$ cat config.mk
export PLATFORM = sky130hd
export DESIGN_NAME = desc_fifo
export DESIGN_NICKNAME = d
export VERILOG_FILES = /design/src/ingress_pkg.sv /design/src/desc_fifo.sv
export SDC_FILE = /design/constraint.sdc
export NUM_CORES = 1
export LEC_CHECK = 0
export BUFFER_PORTS_ARGS = -buffer_cell sky130_fd_sc_hd__buf_2
export CAP_MARGIN = 10
export CORE_AREA = 2 2 193 195
export CTS_CLUSTER_DIAMETER = 80
export DETAILED_ROUTE_END_ITERATION = 6
export DIE_AREA = 0 0 195 197
export HOLD_SLACK_MARGIN = 0.06
export PLACE_DENSITY = 0.6
export RECOVER_POWER = 50
export SLEW_MARGIN = 20
export SYNTH_ARGS = -nofsm -noshare
export SYNTH_HDL_FRONTEND = slang
export SYNTH_SLANG_ARGS = --single-unit
export TNS_END_PERCENT = 30
$ cat constraint.sdc
create_clock -name clk -period 5.65 [get_ports clk]
set_clock_uncertainty 0.05 [all_clocks]
set_input_delay 0.2825 -clock clk [delete_from_list [all_inputs] [get_ports clk]]
set_output_delay 0.2825 -clock clk [all_outputs]
set_load 0.005 [all_outputs]
$ cat src/ingress_pkg.sv
package ingress_pkg;

    ////////////////////////////////////////
    // widths
    ////////////////////////////////////////
    localparam int data_w = 64;             // input payload word
    localparam int port_w = 4;              // 16 switch ports
    localparam int pri_w  = 3;
    localparam int crc_w  = 32;
    localparam int len_w  = 6;              // payload word count, room for MAX_WORDS + 1

    // fabric word is valid bit, dest, src, then payload
    localparam int out_w = 1 + 2 * port_w + data_w;

    // header word layout
    localparam int hdr_dest_lo = 0;
    localparam int hdr_pri_lo  = port_w;

    ////////////////////////////////////////
    // fabric word field positions
    ////////////////////////////////////////
    localparam int out_valid_bit = 0;
    localparam int out_dest_lo   = 1;
    localparam int out_src_lo    = out_dest_lo + port_w;   // 5
    localparam int out_pri_lo    = out_src_lo + port_w;    // control word only
    localparam int out_crc_lo    = out_pri_lo + pri_w;     // control word only
    localparam int out_pay_lo    = out_src_lo + port_w;    // data word only

    // one entry per committed packet
    typedef struct packed {
        logic [port_w-1:0] dest;
        logic [pri_w-1:0]  pri;
        logic [crc_w-1:0]  crc;
        logic [len_w-1:0]  nwords;
    } desc_t;

endpackage

$ cat src/desc_fifo.sv
module desc_fifo #(
    parameter int DESC_DEPTH = 8
) (
    input  logic               clk,
    input  logic               rst,
    input  logic               push,
    input  ingress_pkg::desc_t push_desc,
    input  logic               pop,
    output ingress_pkg::desc_t pop_desc,
    output logic               empty
);
    import ingress_pkg::*;

    localparam int aw = $clog2(DESC_DEPTH);

    desc_t       mem [DESC_DEPTH];
    logic [aw:0] wr_ptr;
    logic [aw:0] rd_ptr;
    logic [aw:0] level;

    always_ff @(posedge clk) begin
        if (!rst) begin
            wr_ptr <= '0;
            rd_ptr <= '0;
        end else begin
            if (push) begin
                wr_ptr <= wr_ptr + 1'b1;
            end
            if (pop) begin
                rd_ptr <= rd_ptr + 1'b1;
            end
        end
    end

    always_ff @(posedge clk) begin
        if (push) begin
            mem[wr_ptr[aw-1:0]] <= push_desc;
        end
    end

    // fall through, head entry is always on the output
    assign pop_desc = mem[rd_ptr[aw-1:0]];
    assign level    = wr_ptr - rd_ptr;
    assign empty    = (level == '0);

    // holds while the source respects full on the packet buffer
    a_no_push_full: assert property (
        @(posedge clk) disable iff (!rst)
        push |-> (level != (aw + 1)'(DESC_DEPTH))
    );

endmodule

==> reports/metrics.yaml <==
critical_path:
  critPathMaxFanout: 59
  critPathKind: "reg -> out"
  cp-end-kind: "output port"
  cp.required_ps: 5320
  worst_path_max_delay_cell: "dfxtp_4"
  cp-start-kind: "flip-flop"
  cp.arrival_ps: 3250
  r2r_cells: 3
  crit_chain: "buf_4, mux4_1, mux2_2, buf_2"
  max_stage_delay_ps: 1030
sta:
  max_freq_ghz: 0.279
  slew_violations: 16
  worst_slew_pin_slew_ps: 1790
  setup_tns_ps: 0
  hold_viol: 0
  min_period_over_period: 0.635
  relSlewSlack: -0.197
  rsz0062_at_grt: "false"
  setup_viol: 0
  finalCriticalPeriod_ps: 3590
routing:
  first_pass_iters: 4
  routed_wl_um: 29400
  drt-initial-drc-count: 313
  drc_errors: 0
  vias: 6585
  ant_nets: 0
  vias_per_cell: 5.28
  wl_per_cell_um: 23.6
clocking:
  clock-sinks: 371
  postCtsSetupRepairBufs: 0
  cts-root-buf: "clkbuf_16"
  clockBufferDepth: 3
  numCtsBuffers: 39
  clk_pin_slew_ps: 50
  holdBufCountCts: 46
  cts_tree: "yes"
  clk_latency_ps: 510
  cts_resized: 0
  htreeDepth: 2
power_and_ir_drop:
  cellLeakagePower_nw: 5.59
  power_density_nw_per_um2: 356
  vdd_drop_max_uv: 238
place:
  numPortBuffers: 94
  dp_cells: 1129
  place_congestion: 0.651
  dp_hpwl_um: 15700
final_layout:
  stdcell_count: 1247
  area_growth_pct: 18.9
  drive_gt1_frac: 0.222
  nNetsFinal: 802
yosys:
  ys_warn_count: 0
  synth_cell_types: 26
  syn_area_per_cell_sq_um: 24.8
  ys_seq_area_frac: 0.766
  synthCells: 581
  ys_ff_latch: 371
  syn_nets: 635
  syn-cell-area_sq_um: 14400
die:
  pin_count: 95
  dieArea_sq_um: 38400
  start_util: 0.397
  rows: 70
  die_h_um: 197
  die_w_um: 195
  core_area_sq_um: 36300
global_route:
  grt_max_degree: 63
  grt_pass1_vias: 7220
  grt_pass1_wl_um: 44200
  busiest_layer: "met2"
  global_route.usage.met2: 0.281
  grt_util_met3: 0.0250
  overflow: 0
  grt_util_all_layers: 0.155
  grt_antenna_before_repair: 1
  gr-usage-met1: 0.193
flow_run:
  cap_viol_max_count: 1
worst_hold_path:
  hold_path_depth: 3
  min_path_type: "in -> reg"
outcome:
  violations: "capacitance limit, slew limit"
  status: "finished with violations"
## path summary, 6_finish.rpt
kind	start	endpoint	slack, ps
max	flip-flop	pop_desc[44]	2060
max reg2reg	wr_ptr[1]$_SDFFE_PN0P_	mem[4][28]$_DFFE_PP_	2470
min	push	wr_ptr[1]$_SDFFE_PN0P_	90
min reg2reg	wr_ptr[3]$_SDFFE_PN0P_	wr_ptr[3]$_SDFFE_PN0P_	500
## area by class of cell
cell class | instances | area, sq um
Multi-Input combinational cell | 182 | 3230
Fill cell | 3008 | 19100
Sequential cell | 371 | 11000
Clock inverter | 29 | 295
Timing Repair Buffer | 151 | 977
Tap cell | 468 | 586
Antenna cell | 1 | 2.50
Inverter | 3 | 11.3
Clock buffer | 42 | 987
## registers in the layout, summed over array words and instances, names as in the netlist, named ones only
name and cells:
rd_ptr 4, mem 360, wr_ptr 4
## layout by cell type, fill, tap and decap left out, types with 6 or more instances in the layout
master and count:
edfxtp_1 360, mux4_1 90, buf_2 49, clkbuf_1 48
dlygate4sd3_1 46, mux2_2 45, clkbuf_16 39, buf_4 10
clkinv_1 9, clkinv_2 8, dfxtp_1 8, nand2_1 6
## Yosys cell counts, drive strengths merged
library cell | number | area share
edfxtp | 360 | 0.75
nor2b | 3 | 0.0013
xnor2 | 4 | 0.0024
o211ai | 1 | 0.00052
mux4 | 90 | 0.16
nand2 | 6 | 0.0016
nand2b | 2 | 0.00087
or4 | 1 | 0.00052
ha | 5 | 0.0043
nand4 | 1 | 0.00043
mux2i | 2 | 0.0014
dfxtp | 11 | 0.015
nor3 | 2 | 0.00069
clkbuf | 8 | 0.0023
a21boi | 1 | 0.00052
mux2 | 45 | 0.035
xor2 | 3 | 0.0018
and3 | 1 | 0.00043
nor2 | 6 | 0.0016
and2 | 6 | 0.0026
or3 | 1 | 0.00043
buf | 17 | 0.0096
o21ai | 2 | 0.00069
inv | 3 | 0.00078
## per-stage QoR
stage	utilization	setup slack [ps]	hold slack [ps]	power, mW	area [sq um]
6_report	0.472	2060	85.7	6.09	17100
3_3_place_gp	0.426	2590	453	3.60	15400
2_1_floorplan	-	1500	331	3.44	14400
3_5_place_dp	0.426	2520	487	3.62	15500
4_1_cts	0.474	1960	63.1	6.18	17200
5_1_grt	0.472	1880	112	6.31	17100
## worst max-delay path: cells and delay by family (launching register included)
kind / cells / cell delay, ps
muxes: 2 / 920
buffers and inverters: 2 / 760
DFF: 1 / 1030
## cells by family (layout without fill, tap and decap cells)
group           count (synthesis)  after routing  synth area share
flops                         371            371             0.766
mux                           137            137             0.201
simple gates                   29             29            0.0104
buf+inv                        28            225            0.0127
xor+xnor                        7              7           0.00426
fa+ha+maj                       5              5           0.00434
compound gates                  4              4           0.00174
other cells                     0              1                 0
## report_power, final
part           internal, mW  switching (mW)  total [mW]
logic                 0.231           0.204       0.434
registers              3.09          0.0473        3.14
clock network          1.50            1.02        2.52
total                  4.82            1.27        6.09
## routing by layer
metal	routed length, um	up-vias
met1	12300	3505
met2	15400	146
met3	1130	45
li1	-	2889
met5	0	-
met4	551	0
No activity file was read; power rests on OpenSTA's default activity.
