`config.mk`:
```
export PLATFORM = sky130hd
export DESIGN_NAME = frame_emitter
export DESIGN_NICKNAME = d
export VERILOG_FILES = /design/src/ingress_pkg.sv /design/src/frame_emitter.sv
export SDC_FILE = /design/constraint.sdc
export NUM_CORES = 1
export LEC_CHECK = 0
export ABC_AREA = 1
export BUFFER_PORTS_ARGS = -buffer_cell sky130_fd_sc_hd__buf_2
export CAP_MARGIN = 20
export CORE_UTILIZATION = 37
export DETAILED_ROUTE_END_ITERATION = 8
export GPL_ROUTABILITY_DRIVEN = 0
export PLACE_DENSITY = 0.8
export SYNTH_ARGS = -nofsm -noshare
export SYNTH_HDL_FRONTEND = slang
export SYNTH_SLANG_ARGS = --single-unit
```
`constraint.sdc`:
```
create_clock -name clk -period 1.38 [get_ports clk]
set_input_delay 0.276 -clock clk [delete_from_list [all_inputs] [get_ports clk]]
set_output_delay 0.276 -clock clk [all_outputs]
set_load 0.005 [all_outputs]
```
`src/ingress_pkg.sv`:
```
package ingress_pkg;

    ////////////////////////////////////////
    // widths
    ////////////////////////////////////////
    localparam int data_w = 64;             // input payload word
    localparam int port_w = 4;              // 16 switch ports
    localparam int pri_w  = 3;
    localparam int crc_w  = 32;
    localparam int len_w  = 6;              // payload word count, room for MAX_WORDS + 1

    // fabric word is valid bit, dest, src, then payload
    localparam int out_w = 1 + 2 * port_w + data_w;

    // header word layout
    localparam int hdr_dest_lo = 0;
    localparam int hdr_pri_lo  = port_w;

    ////////////////////////////////////////
    // fabric word field positions
    ////////////////////////////////////////
    localparam int out_valid_bit = 0;
    localparam int out_dest_lo   = 1;
    localparam int out_src_lo    = out_dest_lo + port_w;   // 5
    localparam int out_pri_lo    = out_src_lo + port_w;    // control word only
    localparam int out_crc_lo    = out_pri_lo + pri_w;     // control word only
    localparam int out_pay_lo    = out_src_lo + port_w;    // data word only

    // one entry per committed packet
    typedef struct packed {
        logic [port_w-1:0] dest;
        logic [pri_w-1:0]  pri;
        logic [crc_w-1:0]  crc;
        logic [len_w-1:0]  nwords;
    } desc_t;

endpackage

```
`src/frame_emitter.sv`:
```
module frame_emitter #(
    parameter int PORT_ID = 0
) (
    input  logic                           clk,
    input  logic                           rst,
    input  logic                           desc_empty,
    input  ingress_pkg::desc_t             desc,
    output logic                           desc_pop,
    output logic                           rd_en,
    input  logic [ingress_pkg::data_w-1:0] rd_data,
    output logic [ingress_pkg::out_w-1:0]  out_data,
    output logic                           out_vld,
    output logic                           out_sof
);
    import ingress_pkg::*;

    localparam logic [port_w-1:0] src_tag = port_w'(PORT_ID);

    logic [len_w-1:0]  left;        // data words still to send
    logic [port_w-1:0] dest_q;
    logic              start;

    // wait one idle output cycle after the last data word
    assign start    = (left == '0) && !out_vld && !desc_empty;
    assign desc_pop = start;

    // reads run one word ahead of the output
    assign rd_en = start || (left > len_w'(1));

    always_ff @(posedge clk) begin
        if (start) begin
            dest_q <= desc.dest;
        end
    end

    ////////////////////////////////////////
    // output word
    ////////////////////////////////////////
    always_ff @(posedge clk) begin
        if (!rst) begin
            left     <= '0;
            out_vld  <= 1'b0;
            out_sof  <= 1'b0;
            out_data <= '0;
        end else begin
            out_sof  <= start;
            out_vld  <= start || (left != '0);
            out_data <= '0;
            if (start) begin
                left                             <= desc.nwords;
                out_data[out_valid_bit]          <= 1'b1;
                out_data[out_dest_lo +: port_w]  <= desc.dest;
                out_data[out_src_lo +: port_w]   <= src_tag;
                out_data[out_pri_lo +: pri_w]    <= desc.pri;
                out_data[out_crc_lo +: crc_w]    <= desc.crc;
            end else if (left != '0) begin
                left                             <= left - 1'b1;
                out_data[out_valid_bit]          <= 1'b1;
                out_data[out_dest_lo +: port_w]  <= dest_q;
                out_data[out_src_lo +: port_w]   <= src_tag;
                out_data[out_pay_lo +: data_w]   <= rd_data;  // read issued last cycle
            end
        end
    end

endmodule

```
==> results.json <==
{
  "stdcell_area_mm2": 0.005056,
  "start_util": 0.3856,
  "ys_top_cells_by_count": "101 x nand2_1, 76 x dfxtp_1, 43 x a21oi_1",
  "worstRegToRegCells": 9,
  "synth_area_per_cell_um2": 8.197,
  "die_area_mm2": 0.007951,
  "worstPathRequired_ns": 1.10,
  "clkSinkCount": 80,
  "synth-edff-count": 4,
  "p_leak_uw": 0.002613,
  "synth_most_common_cell": "nand2_1",
  "yosys.cell_types.count": 20,
  "core_region_area_mm2": 0.007292,
  "crit_chain": "inv_4 -> buf_6 -> ha_4 -> o2111ai_2 -> buf_2",
  "top_layer_used": "met4",
  "wl_per_cell_um": 13.97,
  "crit_arrival_ns": 1.32,
  "drive_above_1_share": 0.6232,
  "numCtsBuffers": 9,
  "io_buffers": 184,
  "fill_cells": 580,
  "antenna_cells": 0,
  "synth_top_area_frac": 0.5412,
  "drt_iter0_drc": 48,
  "placed_area_mm2": 0.003889,
  "rr_startpoint": "left[1]",
  "hold_start": "desc[42]",
  "vdd.ir_drop.worst_uv": 1039,
  "path_buf_inv": 3,
  "power_uw": 10220,
  "max_freq_ghz": 0.6262,
  "drv_cap": 0,
  "r2r_setup_slack_ns": -0.10,
  "min_period_ns": 1.597,
  "finalCritPeriodShare": 1.157,
  "worstSkewPairLatency_ns": 0.34,
  "timing.final.ws_setup_ns": -0.2170,
  "pwr-share-clk": 0.164,
  "skew_ns": 0.01139,
  "ys_ff_latch": 80,
  "grtUsageTotal": 0.1943,
  "ys_warn_count": 0,
  "area_growth_syn_to_layout_pct": 79.84,
  "worst_hold_path.endpoint": "dest_q[1]",
  "drt-total-wl_um": 9204,
  "antenna_found_initial": 0,
  "setup_violations": 67,
  "cpLargestDelayFamily": "flip-flops",
  "clk_path_buf_depth": 2,
  "swShare": 0.3697,
  "power.internal_uw": 6440,
  "cts.clk_slew.worst_paths_ns": 0.09,
  "async_flop_share": 0,
  "cts_tree": "built",
  "nets": 670,
  "hold_buffers": 0,
  "hold_path_class": "in2reg",
  "synth-main-ff-cell": "dfxtp_1",
  "power_density_mw_per_mm2": 2021,
  "p_seq_frac": 0.304,
  "die_w_um": 89.17,
  "via_per_inst": 4.486,
  "cp-start-kind": "flop",
  "rows": 31,
  "die_h_um": 89.17,
  "synth_area_leaders": "dfxtp_1 54%, nand2_1 13%, a21oi_1 7.7%, inv_1 5.2%, nor2_1 4.8%",
  "io_pins": 189,
  "grt_max_degree": 29,
  "ant_nets": 0,
  "yosysSeqAreaShare": 0.5839,
  "wl_met3_um": 611,
  "vias": 2956,
  "critPathCaptureType": "output port",
  "max_stage_delay_ns": 0.37,
  "outcome": "finished with violations",
  "cts_root_buffer": "clkbuf_8",
  "synth_area_mm2": 0.002811,
  "switching_power_uw": 3778,
  "reg2reg_to": "out_data[55]",
  "dp_hpwl_um": 5315,
  "path_class": "reg2out",
  "met1_length_um": 3313,
  "slew_violations": 0,
  "synth.largest_area_cell": "dfxtp_1",
  "final_hold_viol_count": 0,
  "crit_path_top_delay_cell": "dfxtp_2",
  "h-tree-depth": 3,
  "grt_pass1_vias": 2614,
  "combPwrFrac": 0.532,
  "synth_cells": 343,
  "crit_path_max_fanout": 4,
  "grt_pass1_wl_um": 11460,
  "first_pass_iters": 4,
  "wl_met2_um": 5069,
  "rsz0062_at_grt": "yes",
  "drc": 0,
  "overflow": 0,
  "min_path_cells": 1,
  "violations": "negative setup slack"
}
==> power by group through the flow <==
stage | combinational [µW] | sequential, µW | clock, µW
finish | 5440 | 3110 | 1680
global route | 5870 | 3160 | 1800
CTS | 3730 | 3090 | 1710
detailed placement | 2870 | 3120 | 0
global placement | 2780 | 3100 | 0
floorplan | 1610 | 3180 | 0
==> area by class of cell <==
| type | count | area (µm²) | share of cell area |
|---|---|---|---|
| inverters | 40 | 155.1 | 0.03069 |
| repair buffers | 218 | 1506 | 0.2979 |
| multi-input cells | 206 | 1428 | 0.2824 |
| clock buffers | 11 | 162.7 | 0.03217 |
| well taps | 99 | 123.9 | 0.02450 |
| flip-flops and latches | 80 | 1644 | 0.3252 |
| clock inverters | 5 | 36.28 | 0.007176 |
==> per-layer routing <==
layer  global-route usage  vias up
li1                     -     1468
met1               0.2036     1342
met2               0.3602      129
met3              0.05910       17
met4              0.08081        0
met5                    0        -
==> sequential cells by signal, indices dropped and copies added (netlist names) <==
signal,count
out_sof,1
dest_q,4
left,6
out_data,69
==> cells in the final DEF (no fill, tap or decap), types with 11 or more instances in the layout <==
cell type	netlist	final
inv_1	39	35
nand2_2	0	16
nor2_2	2	18
nand2_1	101	58
a21oi_2	0	32
buf_2	3	184
a21oi_1	43	11
nor2_4	2	11
nor2_1	36	11
nand2_4	0	26
dfxtp_1	76	74
==> stage by stage <==
| step | instances | util | setup WS, ns | hold slack, ns | setup TNS [ns] |
|---|---|---|---|---|---|
| after global routing | 659 | 0.6934 | -0.2753 | 0.1119 | -8.847 |
| final | 659 | 0.6934 | -0.2170 | 0.1272 | -4.814 |
| after detailed placement | 622 | 0.5333 | -0.06566 | 0.4785 | -1.413 |
| after floorplan | 346 | - | 0.04269 | 0.3736 | 0 |
| after CTS | 646 | 0.5947 | -0.2301 | 0.1090 | -2.761 |
| after global placement | 622 | 0.5333 | 0.006762 | 0.4733 | 0 |
==> what timing repair did <==
action / in CTS / in global routing
pin swaps: 2 / 23
resized for setup: 16 / 151
setup buffers: 3 / 6
cloned: 5 / 7
setup endpoints to repair: 51 / 78
==> cells by family (layout without fill, tap and decap cells) <==
family / count (synthesis) / count (layout) / share of synthesized area
buf+inv: 60 / 274 / 0.09479
simple gates: 151 / 151 / 0.2185
fa+ha+maj: 3 / 3 / 0.01335
flops: 80 / 80 / 0.5839
xor+xnor: 1 / 1 / 0.003116
other cells: 1 / 4 / 0.001334
compound gates: 47 / 47 / 0.08500
==> worst max path at each step <==
stage | endpoint | slack, ns | cells after the start | start
floorplan | dest_q[0] | 0.04 | 5 | left[1]
global placement | out_data[49] | 0.007 | 7 | left[1]
detailed placement | out_data[44] | -0.07 | 7 | left[0]
CTS | rd_en | -0.23 | 5 | left[1]
global route | rd_en | -0.28 | 5 | left[1]
finish | rd_en | -0.22 | 5 | left[1]
Note: power is estimated with default switching activity, not from simulation.
