$ cat src/ingress_pkg.sv
package ingress_pkg;

    ////////////////////////////////////////
    // widths
    ////////////////////////////////////////
    localparam int data_w = 64;             // input payload word
    localparam int port_w = 4;              // 16 switch ports
    localparam int pri_w  = 3;
    localparam int crc_w  = 32;
    localparam int len_w  = 6;              // payload word count, room for MAX_WORDS + 1

    // fabric word is valid bit, dest, src, then payload
    localparam int out_w = 1 + 2 * port_w + data_w;

    // header word layout
    localparam int hdr_dest_lo = 0;
    localparam int hdr_pri_lo  = port_w;

    ////////////////////////////////////////
    // fabric word field positions
    ////////////////////////////////////////
    localparam int out_valid_bit = 0;
    localparam int out_dest_lo   = 1;
    localparam int out_src_lo    = out_dest_lo + port_w;   // 5
    localparam int out_pri_lo    = out_src_lo + port_w;    // control word only
    localparam int out_crc_lo    = out_pri_lo + pri_w;     // control word only
    localparam int out_pay_lo    = out_src_lo + port_w;    // data word only

    // one entry per committed packet
    typedef struct packed {
        logic [port_w-1:0] dest;
        logic [pri_w-1:0]  pri;
        logic [crc_w-1:0]  crc;
        logic [len_w-1:0]  nwords;
    } desc_t;

endpackage

$ cat src/buf_wr_if.sv
interface buf_wr_if;
    import ingress_pkg::*;

    logic              en;          // write one word at tentative pointer
    logic [data_w-1:0] data;
    logic              commit;      // keep everything written so far
    logic              discard;     // roll back to last commit
    logic              full;        // fewer than MAX_WORDS words free
    logic              almost_full;

    modport src (
        output en, data, commit, discard,
        input  full, almost_full
    );

    modport sink (
        input  en, data, commit, discard,
        output full, almost_full
    );

endinterface

$ cat src/crc32_d64.sv
module crc32_d64 (
    input  logic                          clk,
    input  logic                          rst,
    input  logic                          clear,
    input  logic                          en,
    input  logic [ingress_pkg::data_w-1:0] data,
    output logic [ingress_pkg::crc_w-1:0]  crc
);
    import ingress_pkg::*;

    localparam logic [crc_w-1:0] poly = 32'hedb88320;   // reflected 0x04c11db7
    localparam logic [crc_w-1:0] seed = '1;

    logic [crc_w-1:0] crc_q;

    // bit serial fold, byte 0 first and lsb first inside each byte,
    // which for a reflected crc is simply bit 0 up to bit 63
    function automatic logic [crc_w-1:0] fold64(
        input logic [crc_w-1:0]  c,
        input logic [data_w-1:0] d
    );
        logic [crc_w-1:0] r;
        r = c;
        for (int i = 0; i < data_w; i++) begin
            r = (r >> 1) ^ ((r[0] ^ d[i]) ? poly : '0);
        end
        return r;
    endfunction

    always_ff @(posedge clk) begin
        if (!rst) begin
            crc_q <= seed;
        end else if (clear) begin
            crc_q <= seed;                  // restart for a new packet
        end else if (en) begin
            crc_q <= fold64(crc_q, data);
        end
    end

    assign crc = ~crc_q;    // final inversion

endmodule

$ cat src/pkt_receiver.sv
module pkt_receiver #(
    parameter int MIN_WORDS = 2,
    parameter int MAX_WORDS = 32
) (
    input  logic                           clk,
    input  logic                           rst,
    input  logic                           sop,
    input  logic                           eop,
    input  logic                           vld,
    input  logic [ingress_pkg::data_w-1:0] data,
    buf_wr_if.src                          buf_w,
    output logic                           desc_push,
    output ingress_pkg::desc_t             desc,
    output logic                           drop
);
    import ingress_pkg::*;

    typedef enum logic [1:0] {
        st_idle,
        st_payload,
        st_verdict
    } state_t;

    localparam logic [len_w-1:0] min_len = len_w'(MIN_WORDS);
    localparam logic [len_w-1:0] max_len = len_w'(MAX_WORDS);

    state_t            state;
    state_t            state_nxt;
    logic [port_w-1:0] dest_q;
    logic [pri_w-1:0]  pri_q;
    logic [len_w-1:0]  count;       // saturates at MAX_WORDS + 1
    logic              ovf;         // packet began while buffer full
    logic              hdr;
    logic              word;
    logic              len_ok;
    logic              keep;
    logic [crc_w-1:0]  crc;

    assign hdr    = vld && sop;
    assign word   = vld && !sop && (state == st_payload);
    assign len_ok = (count >= min_len) && (count <= max_len);
    assign keep   = (state == st_verdict) && len_ok && !ovf;

    ////////////////////////////////////////
    // state
    ////////////////////////////////////////
    always_comb begin
        state_nxt = state;
        if (hdr) begin
            state_nxt = eop ? st_verdict : st_payload;  // a new sop always restarts
        end else if (word && eop) begin
            state_nxt = st_verdict;
        end else if (state == st_verdict) begin
            state_nxt = st_idle;
        end
    end

    always_ff @(posedge clk) begin
        if (!rst) begin
            state <= st_idle;
            count <= '0;
            ovf   <= 1'b0;
        end else begin
            state <= state_nxt;
            if (hdr) begin
                count <= '0;
                ovf   <= buf_w.full;
            end else if (word && count <= max_len) begin
                count <= count + 1'b1;
            end
        end
    end

    // header fields
    always_ff @(posedge clk) begin
        if (hdr) begin
            dest_q <= data[hdr_dest_lo +: port_w];
            pri_q  <= data[hdr_pri_lo +: pri_w];
        end
    end

    crc32_d64 u_crc (
        .clk   (clk),
        .rst   (rst),
        .clear (hdr),
        .en    (word),
        .data  (data),
        .crc   (crc)
    );

    ////////////////////////////////////////
    // buffer and descriptor side
    ////////////////////////////////////////
    assign buf_w.en      = word && !ovf && (count < max_len);  // stop past the limit
    assign buf_w.data    = data;
    assign buf_w.commit  = keep;
    assign buf_w.discard = ((state == st_verdict) && !keep)
                         || ((state == st_payload) && hdr);  // cut short by sop

    assign desc_push = keep;
    assign drop      = buf_w.discard;
    assign desc      = '{dest: dest_q, pri: pri_q, crc: crc, nwords: count};

    a_eop_vld: assert property (
        @(posedge clk) disable iff (!rst)
        eop |-> vld
    );

endmodule

$ cat src/flat_wrapper.sv
// flat-port wrapper written by rule: the top's interface ports become plain ports
module pkt_receiver_flat import ingress_pkg::*;
#(
    parameter int MIN_WORDS = 2,
    parameter int MAX_WORDS = 32
)
  (clk, rst, sop, eop, vld, data, desc_push, desc, drop, buf_w_en, buf_w_data, buf_w_commit, buf_w_discard, buf_w_full, buf_w_almost_full);
  buf_wr_if buf_w_i ();
  input  logic clk;
  input  logic rst;
  input  logic sop;
  input  logic eop;
  input  logic vld;
  input  logic [ingress_pkg::data_w-1:0] data;
  output logic desc_push;
  output ingress_pkg::desc_t desc;
  output logic drop;
  output wire logic [$bits(buf_w_i.en)-1:0] buf_w_en;
  output wire logic [$bits(buf_w_i.data)-1:0] buf_w_data;
  output wire logic [$bits(buf_w_i.commit)-1:0] buf_w_commit;
  output wire logic [$bits(buf_w_i.discard)-1:0] buf_w_discard;
  input wire logic [$bits(buf_w_i.full)-1:0] buf_w_full;
  input wire logic [$bits(buf_w_i.almost_full)-1:0] buf_w_almost_full;
  assign buf_w_en = buf_w_i.en;
  assign buf_w_data = buf_w_i.data;
  assign buf_w_commit = buf_w_i.commit;
  assign buf_w_discard = buf_w_i.discard;
  assign buf_w_i.full = buf_w_full;
  assign buf_w_i.almost_full = buf_w_almost_full;
  pkt_receiver #(.MIN_WORDS(MIN_WORDS), .MAX_WORDS(MAX_WORDS)) u_core (.clk(clk), .rst(rst), .sop(sop), .eop(eop), .vld(vld), .data(data), .buf_w(buf_w_i), .desc_push(desc_push), .desc(desc), .drop(drop));
endmodule
$ cat config.mk
export PLATFORM = sky130hd
export DESIGN_NAME = pkt_receiver_flat
export DESIGN_NICKNAME = d
export VERILOG_FILES = /design/src/ingress_pkg.sv /design/src/buf_wr_if.sv /design/src/crc32_d64.sv /design/src/pkt_receiver.sv /design/src/flat_wrapper.sv
export SDC_FILE = /design/constraint.sdc
export NUM_CORES = 1
export LEC_CHECK = 0
export BUFFER_PORTS_ARGS = -buffer_cell sky130_fd_sc_hd__buf_2
export CAP_MARGIN = 20
export CORE_ASPECT_RATIO = 1.1
export CORE_MARGIN = 5
export CORE_UTILIZATION = 58
export DETAILED_ROUTE_END_ITERATION = 6
export MAX_ROUTING_LAYER = met4
export PLACE_DENSITY = 0.83
export SYNTH_ARGS = -nofsm -noshare
export SYNTH_HDL_FRONTEND = slang
export SYNTH_HIERARCHICAL = 1
export SYNTH_SLANG_ARGS = --single-unit
$ cat constraint.sdc
create_clock -name clk -period 6.3 [get_ports clk]
set_input_delay 0.315 -clock clk [delete_from_list [all_inputs] [get_ports clk]]
set_output_delay 0.315 -clock clk [all_outputs]
set_load 0.01 [all_outputs]
==> key figures <==
Status
  – Status: completed

Timing
  – Endpoints failing setup: 0
  – Slew @ Worst Pin: 762 ps
  – RSZ-0062 raised after global routing: false
  – Slew HR: 48.8%
  – Fin. Hold Viols: 0
  – Fin crit period: 6130 ps
  – Max Clk Rate: 163 MHz
  – Hold_ws: 243 ps
  – Maximum clock skew at final layout: 5.97 ps
  – Max Slew Vio Count: 0
  – Final Cycle Share: 97.3%
  – Setup ws final: 172 ps

Min path
  – Worst min path class: primary input to register
  – Hold depth: 2

Yosys
  – Largest family of logic cells by synthesized area: XOR/XNOR gates
  – Synth warn: 6
  – Mapped cell area: 0.00976 mm²
  – Xor and xnor area share after synthesis: 75.6%
  – Synth Area in Adders: 0.257%
  – Post-synthesis compound-gate area fraction: 3.28%
  – Mean post-synth cell area: 12.1 µm²
  – Sequential area share after synthesis: 10.6%
  – Mapped Nets: 880
  – Register bit total from synthesis: 48
  – Cells after synthesis: 807
  – Yosys cell types: 44
  – Simple-gate share of the synthesized area: 2.86%
  – Mux cell area share after synthesis: 0.346%

Die
  – IO Count: 185
  – FP Rows: 49
  – Die height: 146 µm
  – Core area: 0.0164 mm²
  – Die area: 0.0195 mm²
  – Initial Utilization: 59.4%
  – Die Width: 134 µm

Detailed routing
  – # DRC: 0
  – DR iter-0 viols: 428
  – Routed wire length: 25000 µm
  – WL/cell: 21.2 µm
  – 1st-pass router iterations: 5
  – Vias per cell: 5.28
  – Total number of vias: 6232
  – Antenna-violating nets left: 0

Critical path
  – Crit path kind: register to register
  – Reg2Reg Depth: 15
  – WP data arrival: 6310 ps
  – Critical path endpoint category: register
  – Critical Path RT: 6480 ps
  – CP max FO: 6
  – Critical path startpoint category: register

Global route
  – Global-route wire length before repair: 37400 µm
  – Largest net degree at the start of global routing: 39
  – Total Routing Usage GR: 25.7%
  – Overflow after GRT: 0
  – Initial antenna violation count: 0
  – Number of global-route vias before repair: 6440

Placed design
  – Placed cells: 1173
  – Placed wire-length estimate: 21700 µm
  – Port buffer count: 183
  – Worst slack, placed: -38.5 ps
  – Post-placement cell area: 0.0108 mm²
  – GP Congestion: 0.951

CTS
  – Worst-path clk slew: 70 ps
  – Num CTS Buffers: 5
  – Sink Count: 48
  – Clock latency on the worst-skew pair: 290 ps
  – CTS tree: yes
  – CTS root buf: clkbuf_16
  – Clock Tree Buf Depth: 2
  – Post-CTS setup buffer count: 0
  – H-tree Lvls: 2

Finish
  – Multi-input gate area: 0.00809 mm²
  – Storage cell area: 0.00103 mm²
  – # diodes: 0
  – Non-filler cells, final: 1181
  – Commonest non-fill, non-tap cell in the layout: xnor2_1
  – Layout Nets: 1049
  – Share of cells above drive strength 1: 34.4%
  – Most frequent cells in the layout: xnor2_1 (232), buf_2 (183), xnor3_1 (113)
  – Fin area: 0.0110 mm²
  – Layout Area Growth over Synthesis: 13.0%
  – Fillers: 1200

Flow run
  – MaxCap Viol Count: 0
[what timing repair did]
action                                  4_1_cts  5_1_grt
hold buffers                                  0        0
endpoints found under the setup margin        1       21
pin swaps                                     0        1
gates resized for setup                       1        8
endpoints found under the hold margin         0        0
[per-layer routing]
| metal | routed length (µm) | part of all wire [%] | vias to the layer above | track usage (%) |
|---|---|---|---|---|
| met2 | 12800 | 51 | 249 | 45.0 |
| met4 | 665 | 2.7 | 0 | 6.12 |
| met3 | 1510 | 6.0 | 40 | 3.27 |
| met5 | 0 | 0 | - | - |
| li1 | - | - | 2909 | - |
| met1 | 10000 | 40 | 3034 | 31.9 |
[cells by family (layout without fill, tap and decap cells)]
| logic type | after synthesis | in the layout |
|---|---|---|
| buffers and inverters | 116 | 286 |
| AO/OA/AOI/OAI | 50 | 50 |
| adder cells (fa/ha/maj) | 2 | 2 |
| AND/OR/NAND/NOR | 60 | 60 |
| flip-flops | 48 | 48 |
| multiplexers | 3 | 3 |
| XOR/XNOR | 528 | 528 |
[sequential cells by signal, summed over array words and instances, names as in the netlist]
register and cells:
u_core/count 6, u_core/dest_q 4, u_core/ovf 1, u_core/pri_q 3, u_core/state 2, u_core/u_crc/crc_q 32
[area by class of cell]
type | count | share of cell area, %
clock inverters | 1 | 0.0681
multi-input cells | 643 | 73.4
inverters | 36 | 1.23
well taps | 204 | 2.32
repair buffers | 242 | 12.3
flip-flops and latches | 48 | 9.36
clock buffers | 7 | 1.29
[path summary, 6_finish.rpt]
path / to / slack, ps / start
hold reg to reg: u_core/ovf$_SDFFE_PN0P_ / 510 / u_core/ovf$_SDFFE_PN0P_
hold / removal: u_core/state[0]$_SDFFE_PN0P_ / 240 / eop
setup / recovery: u_core/u_crc/crc_q[27]$_SDFFE_PP1P_ / 170 / u_core/u_crc/crc_q[4]$_SDFFE_PP1P_
setup reg to reg: u_core/u_crc/crc_q[27]$_SDFFE_PP1P_ / 170 / u_core/u_crc/crc_q[4]$_SDFFE_PP1P_
[through the flow]
step | TNS [ps] | util, %
finish | 0 | 67.1
global route | 0 | 67.1
CTS | 0 | 66.8
detailed placement | -38.5 | 65.8
global placement | 0 | 65.8
floorplan | 0 | -
[critical path, stage by stage, from the launching register on]
cell     delay, ps
dfxtp_1        390
xnor2_1        420
xor3_1         460
xnor3_2        490
xor3_1         440
xor3_2         500
xor2_1         370
xnor3_1        480
xnor2_4        230
xnor2_2        340
xnor3_1        610
xnor2_4        300
xor2_4         300
xor2_2         230
xnor2_1        120
a211o_1        310
[Yosys cell counts (all sizes together)]
library cell	n	share of area [%]
xor3	21	5.1
clkbuf	8	0.31
or4	2	0.19
a31oi	2	0.13
nand2	26	1.0
or3	3	0.21
o211ai	15	1.2
a21boi	1	0.077
edfxtp	7	2.2
inv	36	1.4
xor2	96	10
mux2	3	0.35
o31ai	1	0.077
o21a	1	0.15
nor3	5	0.26
nand3	2	0.10
dfxtp	41	8.4
xnor2	281	30
xnor3	130	30
buf	72	5.4
o21ai	14	0.72
nor4	1	0.064
a21oi	11	0.56
a22oi	1	0.077
ha	2	0.26
o22ai	1	0.064
nor2	14	0.54
a211o	2	0.18
nor2b	2	0.13
nand2b	4	0.26
a22o	1	0.090
or4bb	1	0.12
Power is left out: the tool's default activity adds up to more than one toggle a clock period on the data nets, which glitch-free logic cannot reach.
